<file path="src/rtp_pkg.sv">
// NS2009 touch panel controller shared definitions
// command and response structs, engine state encoding, sample width
`default_nettype none

package rtp_pkg;

    localparam int SAMPLE_W = 12;  // touch sample width in bits

    // host command, one per four-phase handshake
    typedef struct packed {
        logic       rw;        // 1 = read sample, 0 = write command byte
        logic [7:0] cmd_byte;  // command for writes, ignored for reads
    } rtp_cmd_t;

    // transfer result back to the host
    typedef struct packed {
        logic                rw;      // echo of command rw
        logic                nack;    // a master byte was not acknowledged
        logic [SAMPLE_W-1:0] sample;  // read value, zero otherwise
    } rtp_rsp_t;

    // bus engine sequencer states
    typedef enum logic [2:0] {
        ST_IDLE,     // waiting for a command
        ST_START,    // start condition
        ST_ADDR,     // address byte plus device ack
        ST_WRITE,    // command byte plus device ack
        ST_READ_HI,  // first read byte, master ack
        ST_READ_LO,  // second read byte, master nack
        ST_STOP,     // stop condition
        ST_DONE      // response waiting for a free slot
    } eng_state_t;

endpackage

`default_nettype wire

</file>
<file path="src/rtp_cmd_port.sv">
// command port of the touch controller
// four-phase req/ack receiver, holds one command until the bus engine takes it
`timescale 1ns/10ps
`default_nettype none

module rtp_cmd_port (
    input  wire                clk,
    input  wire                arst_n,
    input  wire                cmd_req,
    input  wire rtp_pkg::rtp_cmd_t cmd,
    input  wire                xfer_take,
    output logic               cmd_ack,
    output rtp_pkg::rtp_cmd_t  xfer,
    output logic               xfer_valid
);

    typedef enum logic [1:0] {
        CP_IDLE,  // ready for a new request
        CP_HOLD,  // command offered to the engine
        CP_ACK    // ack high, waiting for req to fall
    } cp_state_t;

    cp_state_t state;

    always_ff @(posedge clk or negedge arst_n) begin
        if (!arst_n) begin
            state <= CP_IDLE;
        end else begin
            case (state)
                CP_IDLE: if (cmd_req) state <= CP_HOLD;   // req seen with ack low
                CP_HOLD: if (xfer_take) state <= CP_ACK;  // engine has it
                CP_ACK:  if (!cmd_req) state <= CP_IDLE;  // host closed the handshake
                default: state <= CP_IDLE;
            endcase
        end
    end

    always_ff @(posedge clk) begin
        if (state == CP_IDLE && cmd_req) begin
            xfer <= cmd;  // cmd is stable while req is high
        end
    end

    assign xfer_valid = (state == CP_HOLD);
    assign cmd_ack    = (state == CP_ACK);

    // ack only answers a live request
    assert property (@(posedge clk) disable iff (!arst_n) $rose(cmd_ack) |-> cmd_req);

endmodule

`default_nettype wire

</file>
<file path="src/i2c_rtp_engine.sv">
// I2C bus engine for the NS2009 touch chip
// open-drain master: start, address, one command byte or two read bytes, stop
// quarter-bit tick divider, state/bit/phase sequencer and a byte shift register
`timescale 1ns/10ps
`default_nettype none

module i2c_rtp_engine #(
    parameter int         CLK_DIV  = 8,      // clocks per SCL quarter tick
    parameter logic [6:0] DEV_ADDR = 7'h48   // 7-bit device address
) (
    input  wire                    clk,
    input  wire                    arst_n,
    input  wire rtp_pkg::rtp_cmd_t xfer,
    input  wire                    xfer_valid,
    input  wire                    rsp_free,
    input  wire                    sda_in,
    input  wire                    scl_in,
    output logic                   xfer_take,
    output logic                   done,
    output rtp_pkg::rtp_rsp_t      rsp_in,
    output logic                   sda_oe,
    output logic                   scl_oe
);

    localparam int DIV_W = (CLK_DIV > 1) ? $clog2(CLK_DIV) : 1;

    rtp_pkg::eng_state_t          state;
    rtp_pkg::eng_state_t          ack_next;  // where the ack slot leads
    logic [DIV_W-1:0]             div_cnt;
    logic [1:0]                   phase;     // quarter within a bit or condition
    logic [3:0]                   bit_cnt;   // 0..7 data, 8 ack slot
    logic                         busy;
    logic                         tick;
    logic                         in_bit;
    logic                         ack_slot;
    logic                         bit_end;   // sample point, scl high
    logic                         bit_sda;   // sda enable for the current bit
    logic                         rw_q;
    logic [7:0]                   cmd_q;
    logic [7:0]                   sh;        // address/data shifter, msb first
    logic [rtp_pkg::SAMPLE_W-1:0] sample;
    logic                         nack;

    assign busy      = (state != rtp_pkg::ST_IDLE) && (state != rtp_pkg::ST_DONE);
    assign tick      = busy && (div_cnt == DIV_W'(CLK_DIV - 1));
    assign in_bit    = state inside {rtp_pkg::ST_ADDR, rtp_pkg::ST_WRITE,
                                     rtp_pkg::ST_READ_HI, rtp_pkg::ST_READ_LO};
    assign ack_slot  = (bit_cnt == 4'd8);
    assign bit_end   = tick && in_bit && (phase == 2'd3);
    assign xfer_take = (state == rtp_pkg::ST_IDLE) && xfer_valid;
    assign done      = (state == rtp_pkg::ST_DONE) && rsp_free;  // held off by back-pressure
    assign rsp_in    = '{rw: rw_q, nack: nack, sample: sample};

    always_comb begin
        bit_sda  = 1'b0;                 // released: read data and final nack
        ack_next = rtp_pkg::ST_STOP;
        case (state)
            rtp_pkg::ST_ADDR: begin
                bit_sda = ack_slot ? 1'b0 : ~sh[7];  // release for device ack
                if (!sda_in) begin
                    ack_next = rw_q ? rtp_pkg::ST_READ_HI : rtp_pkg::ST_WRITE;
                end
            end
            rtp_pkg::ST_WRITE:   bit_sda = ack_slot ? 1'b0 : ~sh[7];
            rtp_pkg::ST_READ_HI: begin
                bit_sda  = ack_slot;     // master ack on first byte
                ack_next = rtp_pkg::ST_READ_LO;
            end
            default: ;
        endcase
    end

    // quarter tick divider, idle outside a transfer
    always_ff @(posedge clk or negedge arst_n) begin
        if (!arst_n) begin
            div_cnt <= '0;
        end else if (!busy || tick) begin
            div_cnt <= '0;
        end else begin
            div_cnt <= div_cnt + 1'b1;
        end
    end

    always_ff @(posedge clk or negedge arst_n) begin
        if (!arst_n) begin
            state   <= rtp_pkg::ST_IDLE;
            phase   <= 2'd0;
            bit_cnt <= 4'd0;
            sda_oe  <= 1'b0;
            scl_oe  <= 1'b0;
        end else begin
            case (state)
                rtp_pkg::ST_IDLE: begin
                    phase <= 2'd0;
                    if (xfer_valid) state <= rtp_pkg::ST_START;
                end
                rtp_pkg::ST_START: begin
                    if (tick) begin
                        if (phase == 2'd0) begin
                            sda_oe <= 1'b1;           // sda falls, scl high
                            phase  <= 2'd1;
                        end else begin
                            state   <= rtp_pkg::ST_ADDR;
                            phase   <= 2'd0;
                            bit_cnt <= 4'd0;
                        end
                    end
                end
                rtp_pkg::ST_STOP: begin
                    if (phase == 2'd1) sda_oe <= 1'b1;  // one clock after scl falls
                    if (tick) begin
                        case (phase)
                            2'd0: begin
                                scl_oe <= 1'b1;
                                phase  <= 2'd1;
                            end
                            2'd1: begin
                                scl_oe <= 1'b0;       // scl up, sda still low
                                phase  <= 2'd2;
                            end
                            default: begin
                                sda_oe <= 1'b0;       // sda rises, stop
                                state  <= rtp_pkg::ST_DONE;
                            end
                        endcase
                    end
                end
                rtp_pkg::ST_DONE: begin
                    if (rsp_free) state <= rtp_pkg::ST_IDLE;
                end
                default: begin                        // the four bit states
                    if (tick) begin
                        phase <= phase + 2'd1;
                        case (phase)
                            2'd0: scl_oe <= 1'b1;     // scl low
                            2'd1: sda_oe <= bit_sda;  // data moves only under scl low
                            2'd2: scl_oe <= 1'b0;     // scl high
                            default: begin            // sample point
                                if (ack_slot) begin
                                    bit_cnt <= 4'd0;
                                    state   <= ack_next;  // a device nack jumps to stop
                                end else begin
                                    bit_cnt <= bit_cnt + 4'd1;
                                end
                            end
                        endcase
                    end
                end
            endcase
        end
    end

    // transfer payload
    always_ff @(posedge clk) begin
        if (xfer_take) begin
            rw_q   <= xfer.rw;
            cmd_q  <= xfer.cmd_byte;
            sh     <= {DEV_ADDR, xfer.rw};
            nack   <= 1'b0;
            sample <= '0;
        end else if (bit_end) begin
            if (!ack_slot) begin
                sh <= {sh[6:0], sda_in};              // out on msb, in on lsb
            end else begin
                case (state)
                    rtp_pkg::ST_ADDR: begin
                        nack <= sda_in;
                        sh   <= cmd_q;
                    end
                    rtp_pkg::ST_WRITE:   nack <= sda_in;
                    rtp_pkg::ST_READ_HI: sample[rtp_pkg::SAMPLE_W-1:4] <= sh;
                    default:             sample[3:0] <= sh[7:4];  // upper nibble only
                endcase
            end
        end
    end

    assert property (@(posedge clk) disable iff (!arst_n)
        (!scl_oe && !$past(scl_oe)
            && !($past(state) inside {rtp_pkg::ST_START, rtp_pkg::ST_STOP}))
            |-> $stable(sda_oe));

    // done is a single pulse and the response port takes the slot
    assert property (@(posedge clk) disable iff (!arst_n) done |=> !done && !rsp_free);

    // no stretching on this device, scl is high at every sample point
    assert property (@(posedge clk) disable iff (!arst_n) bit_end |-> scl_in);

endmodule

`default_nettype wire

</file>
<file path="src/rtp_rsp_port.sv">
// response port of the touch controller
// holds one response and hands it to the host over a four-phase req/ack
`timescale 1ns/10ps
`default_nettype none

module rtp_rsp_port (
    input  wire                    clk,
    input  wire                    arst_n,
    input  wire                    done,
    input  wire rtp_pkg::rtp_rsp_t rsp_in,
    input  wire                    rsp_ack,
    output logic                   rsp_free,
    output rtp_pkg::rtp_rsp_t      rsp,
    output logic                   rsp_req
);

    typedef enum logic [1:0] {
        RP_FREE,  // slot empty
        RP_REQ,   // response offered, req high
        RP_WAIT   // req dropped, waiting for ack to fall
    } rp_state_t;

    rp_state_t state;

    always_ff @(posedge clk or negedge arst_n) begin
        if (!arst_n) begin
            state <= RP_FREE;
        end else begin
            case (state)
                RP_FREE: if (done) state <= RP_REQ;      // req high next cycle
                RP_REQ:  if (rsp_ack) state <= RP_WAIT;  // host took it
                RP_WAIT: if (!rsp_ack) state <= RP_FREE; // handshake closed
                default: state <= RP_FREE;
            endcase
        end
    end

    always_ff @(posedge clk) begin
        if (done) begin
            rsp <= rsp_in;  // engine only pulses done while free
        end
    end

    assign rsp_req  = (state == RP_REQ);
    assign rsp_free = (state == RP_FREE);

    // response held for the whole request
    assert property (@(posedge clk) disable iff (!arst_n)
        rsp_req && $past(rsp_req) |-> $stable(rsp));

endmodule

`default_nettype wire

</file>
<file path="src/rtp_top.sv">
// NS2009 touch panel controller top level
// command port -> I2C bus engine -> response port
// bus pins as separate open-drain enables and line inputs
`timescale 1ns/10ps
`default_nettype none

module rtp_top #(
    parameter int         CLK_DIV  = 8,      // clocks per SCL quarter tick
    parameter logic [6:0] DEV_ADDR = 7'h48   // NS2009 address
) (
    input  wire                    clk,
    input  wire                    arst_n,
    input  wire                    cmd_req,
    input  wire rtp_pkg::rtp_cmd_t cmd,
    input  wire                    rsp_ack,
    input  wire                    sda_in,
    input  wire                    scl_in,
    output logic                   cmd_ack,
    output logic                   rsp_req,
    output rtp_pkg::rtp_rsp_t      rsp,
    output logic                   sda_oe,
    output logic                   scl_oe
);

    rtp_pkg::rtp_cmd_t xfer;
    logic              xfer_valid;
    logic              xfer_take;
    rtp_pkg::rtp_rsp_t rsp_in;
    logic              done;
    logic              rsp_free;   // back-pressure into the engine

    rtp_cmd_port u_cmd_port (
        .clk        (clk),
        .arst_n     (arst_n),
        .cmd_req    (cmd_req),
        .cmd        (cmd),
        .xfer_take  (xfer_take),
        .cmd_ack    (cmd_ack),
        .xfer       (xfer),
        .xfer_valid (xfer_valid)
    );

    i2c_rtp_engine #(
        .CLK_DIV  (CLK_DIV),
        .DEV_ADDR (DEV_ADDR)
    ) u_engine (
        .clk        (clk),
        .arst_n     (arst_n),
        .xfer       (xfer),
        .xfer_valid (xfer_valid),
        .rsp_free   (rsp_free),
        .sda_in     (sda_in),
        .scl_in     (scl_in),
        .xfer_take  (xfer_take),
        .done       (done),
        .rsp_in     (rsp_in),
        .sda_oe     (sda_oe),
        .scl_oe     (scl_oe)
    );

    rtp_rsp_port u_rsp_port (
        .clk      (clk),
        .arst_n   (arst_n),
        .done     (done),
        .rsp_in   (rsp_in),
        .rsp_ack  (rsp_ack),
        .rsp_free (rsp_free),
        .rsp      (rsp),
        .rsp_req  (rsp_req)
    );

endmodule

`default_nettype wire

</file>
<file path="config.mk">
export PLATFORM = sky130hd
export DESIGN_NAME = rtp_top
export DESIGN_NICKNAME = d
export VERILOG_FILES = /design/src/rtp_pkg.sv /design/src/rtp_cmd_port.sv /design/src/i2c_rtp_engine.sv /design/src/rtp_rsp_port.sv /design/src/rtp_top.sv
export SDC_FILE = /design/constraint.sdc
export NUM_CORES = 1
export LEC_CHECK = 0
export ABC_AREA = 1
export CORE_ASPECT_RATIO = 0.7
export CORE_MARGIN = 10
export CORE_UTILIZATION = 55
export DETAILED_ROUTE_END_ITERATION = 8
export DONT_BUFFER_PORTS = 1
export GPL_TIMING_DRIVEN = 1
export PLACE_DENSITY = 0.7
export SLEW_MARGIN = 5
export SYNTH_ARGS = -nofsm -noshare
export SYNTH_HDL_FRONTEND = slang
export SYNTH_SLANG_ARGS = --single-unit
</file>
<file path="constraint.sdc">
create_clock -name clk -period 3.1 [get_ports clk]
set_clock_uncertainty 0.2 [all_clocks]
set_input_delay 0.155 -clock clk [delete_from_list [all_inputs] [get_ports clk]]
set_output_delay 0.155 -clock clk [all_outputs]
set_load 0.05 [all_outputs]
</file>
==> flow_summary_export.csv <==
group,metric,value,unit
synth,netlist_area,3310,µm²
synth,synth_edf_count,33,
synth,ys_warn_count,0,
timing,relSlewSlack,0.368,
timing,setup-tns-final,0,ns
synth,async_flop_share,0.254,
flow_run,maxCapViolations,0,
timing,finalCritPeriodShare,0.704,
floorplanning,start_util,0.573,
synth,synth_top_area_frac,0.299,
timing,holdWs,0.0248,ns
power_and_ir_drop,p_clk_frac,0.222,
synth,ys_ff_latch,71,
power_and_ir_drop,p_seq_frac,0.453,
cells_and_area,drive_gt1_frac,0.0938,
synth,ys.flop_type,"edfxtp_1",
drt,viasPerCell,4.98,
placed_design,dp_hpwl,4380,µm
drt,drc,0,
clock_network,postCtsSetupBuffers,0,
worst_hold_path,hold_class,"in -> reg",
clock_network,cts.reportedPaths.clkPinSlew,0.08,ns
timing,finalSetupViolations,0,
floorplanning,core_area,5780,µm²
cells_and_area,area_growth,13.0,%
critical_path,path_max_fanout,13,
drt,wire_per_inst,12.9,µm
timing,finalCriticalPeriod,2.18,ns
drt,firstDrtPassIters,4,
timing,final_hold_viol_count,0,
synth,ys_top_cells_by_area,"edfxtp_1 (30%), dfrtp_1 (14%), dfxtp_1 (12%)",
cells_and_area,diodes,0,
clock_network,ctsHtreeMaxLevel,3,
critical_path,endpoint_kind,"flop",
cells_and_area,finish.net_count,424,
power_and_ir_drop,comb_power_share,0.325,
synth,synth_cells,378,
placed_design,port_buffers,0,
critical_path,rr_startpoint,"u_engine.div_cnt[0]",
timing,slew_violations,0,
synth,ys_seq_area_frac,0.556,
clock_network,root_buffer,"clkbuf_8",
drt,final_antenna_net_count,0,
critical_path,required,3.14,ns
clock_network,post_cts_resized,0,
floorplanning,std_cell_rows,23,
synth,synth_common_cells,"nand2_1 (93), inv_1 (60), nor2_1 (45)",
timing,worst_slew_pin_slew,0.945,ns
floorplanning,io_pins,33,
timing,rsz0062_at_grt,"no",
drt,drt_iter0_drc,194,
status,status,"finished clean",
synth,avgSynthCellArea,8.77,µm²
power_and_ir_drop,internal_power,2160,µW
synth,synth_nets,402,
clock_network,cts_buffers,9,
clock_network,cts_tree,"done",
floorplanning,die_w,113,µm
critical_path,crit_type,"reg -> reg",
worst_hold_path,holdCritStartpoint,"cmd_req",
placed_design,routabilityCongestion,0.885,
clock_network,clockBufferDepth,2,
grt,grt_antenna_before_repair,0,
grt,gr-total-overflow,0,
clock_network,clock_latency,0.34,ns
power_and_ir_drop,switchingPower,1460,µW
drt,vias,2390,
floorplanning,die_height,85.0,µm
critical_path,startpoint,"u_engine.div_cnt[0]",
synth,ys_types,28,
floorplanning,dieArea,9580,µm²
synth,yosys.area.top_type,"edfxtp_1",
power_and_ir_drop,p_leak,0.00179,µW
power_and_ir_drop,powerDensity,966,nW/µm²
grt,grt_pass1_wl,10500,µm
drt,routed_wl,6180,µm
grt,grt_pass1_vias,2107,
critical_path,worstPathArrival,2.22,ns
synth,post-synth-top-count-cell,"nand2_1",
timing,max_freq,458,MHz
clock_network,clock-sinks,71,
power_and_ir_drop,vdd_drop_max,0.582,mV
power_and_ir_drop,sw_frac_of_total,0.403,
grt,track_usage,0.134,
critical_path,start_kind,"flop",
grt,grt_start_max_net_pins,19,
[worst max-delay path, stage by stage, from the launching register on]
cell     delay [ns]
dfrtp_1        0.36
ha_1           0.15
ha_1           0.30
nand4_2        0.17
nor2_2         0.42
buf_4          0.27
nand3_1        0.09
nand2_1        0.09
nor2_1         0.04
[layout make-up]
class | count | area, µm²
Tap cell | 75 | 93.8
Multi-Input combinational cell | 238 | 1180
Clock inverter | 3 | 46.3
Inverter | 62 | 233
Fill cell | 490 | 2040
Clock buffer | 13 | 180
Timing Repair Buffer | 18 | 168
Sequential cell | 71 | 1840
[cells in the final DEF (no fill, tap or decap), types with 11 or more instances in the layout]
cell type	netlist	routed
clkbuf_8	0	11
dfrtp_1	18	18
dfxtp_1	20	20
dlygate4sd3_1	0	13
edfxtp_1	33	33
inv_1	60	60
nand2_1	93	93
nand3_1	35	35
nor2_1	45	45
o21ai_0	16	16
[final timing paths]
check / end / slack, ns / cells after the start
min reg2reg: u_engine.cmd_q[4] / 0.21 / 0
min: u_cmd_port.xfer[3] / 0.02 / 2
min in group asynchronous: u_engine.bit_cnt[3] / 0.16 / 1
max in group asynchronous: u_engine.bit_cnt[2] / 2.02 / 1
max reg2reg: u_engine.sample[1] / 0.92 / 8
max: u_engine.sample[1] / 0.92 / 8
[per-layer routing]
| layer | GRT usage | up-vias | part of all wire |
|---|---|---|---|
| met5 | 0 | - | 0 |
| met4 | 0.0448 | 0 | 0.0036 |
| met3 | 0.0591 | 2 | 0.068 |
| met2 | 0.177 | 48 | 0.41 |
| met1 | 0.187 | 1085 | 0.52 |
| li1 | - | 1255 | - |
[flip-flops by register name (all words and copies together) (netlist names), 2 cells and up]
signal,count
u_cmd_port.state,2
u_cmd_port.xfer,9
u_engine.bit_cnt,4
u_engine.cmd_q,8
u_engine.div_cnt,3
u_engine.phase,2
u_engine.sample,12
u_engine.sh,8
u_engine.state,3
u_rsp_port.rsp,14
u_rsp_port.state,2
[power groups by stage]
stage | registers (µW) | logic [µW] | clock network [µW]
after floorplan | 1580 | 988 | 0
after detailed placement | 1660 | 1150 | 0
after global placement | 1650 | 1120 | 0
after global routing | 1670 | 1340 | 875
final | 1640 | 1170 | 805
after CTS | 1640 | 1180 | 830
[cell families after synthesis]
family | Yosys count | share of synthesized area
and+or+nand+nor | 198 | 0.273
buffers and inverters | 69 | 0.0876
xor gates and xnor gates | 1 | 0.00264
DFF | 71 | 0.556
adders and majority gates | 9 | 0.0340
AOI/OAI and AO/OA | 30 | 0.0476
[stage by stage]
stage	instance area (µm²)	power (µW)	instances	util	setup WS, ns
2_1_floorplan	3310	2570	378	-	0.918
3_3_place_gp	3390	2760	451	0.586	0.980
3_5_place_dp	3390	2810	451	0.586	0.956
4_1_cts	3740	3650	480	0.647	0.907
5_1_grt	3740	3890	480	0.647	0.722
6_report	3740	3620	480	0.647	0.917
[repair_timing]
item | 4_1_cts | 5_1_grt
hold buffers | 13 | 0
hold endpoints to repair | 34 | 0
endpoints found under the setup margin | 0 | 0
No activity file was read; power rests on OpenSTA's default activity.
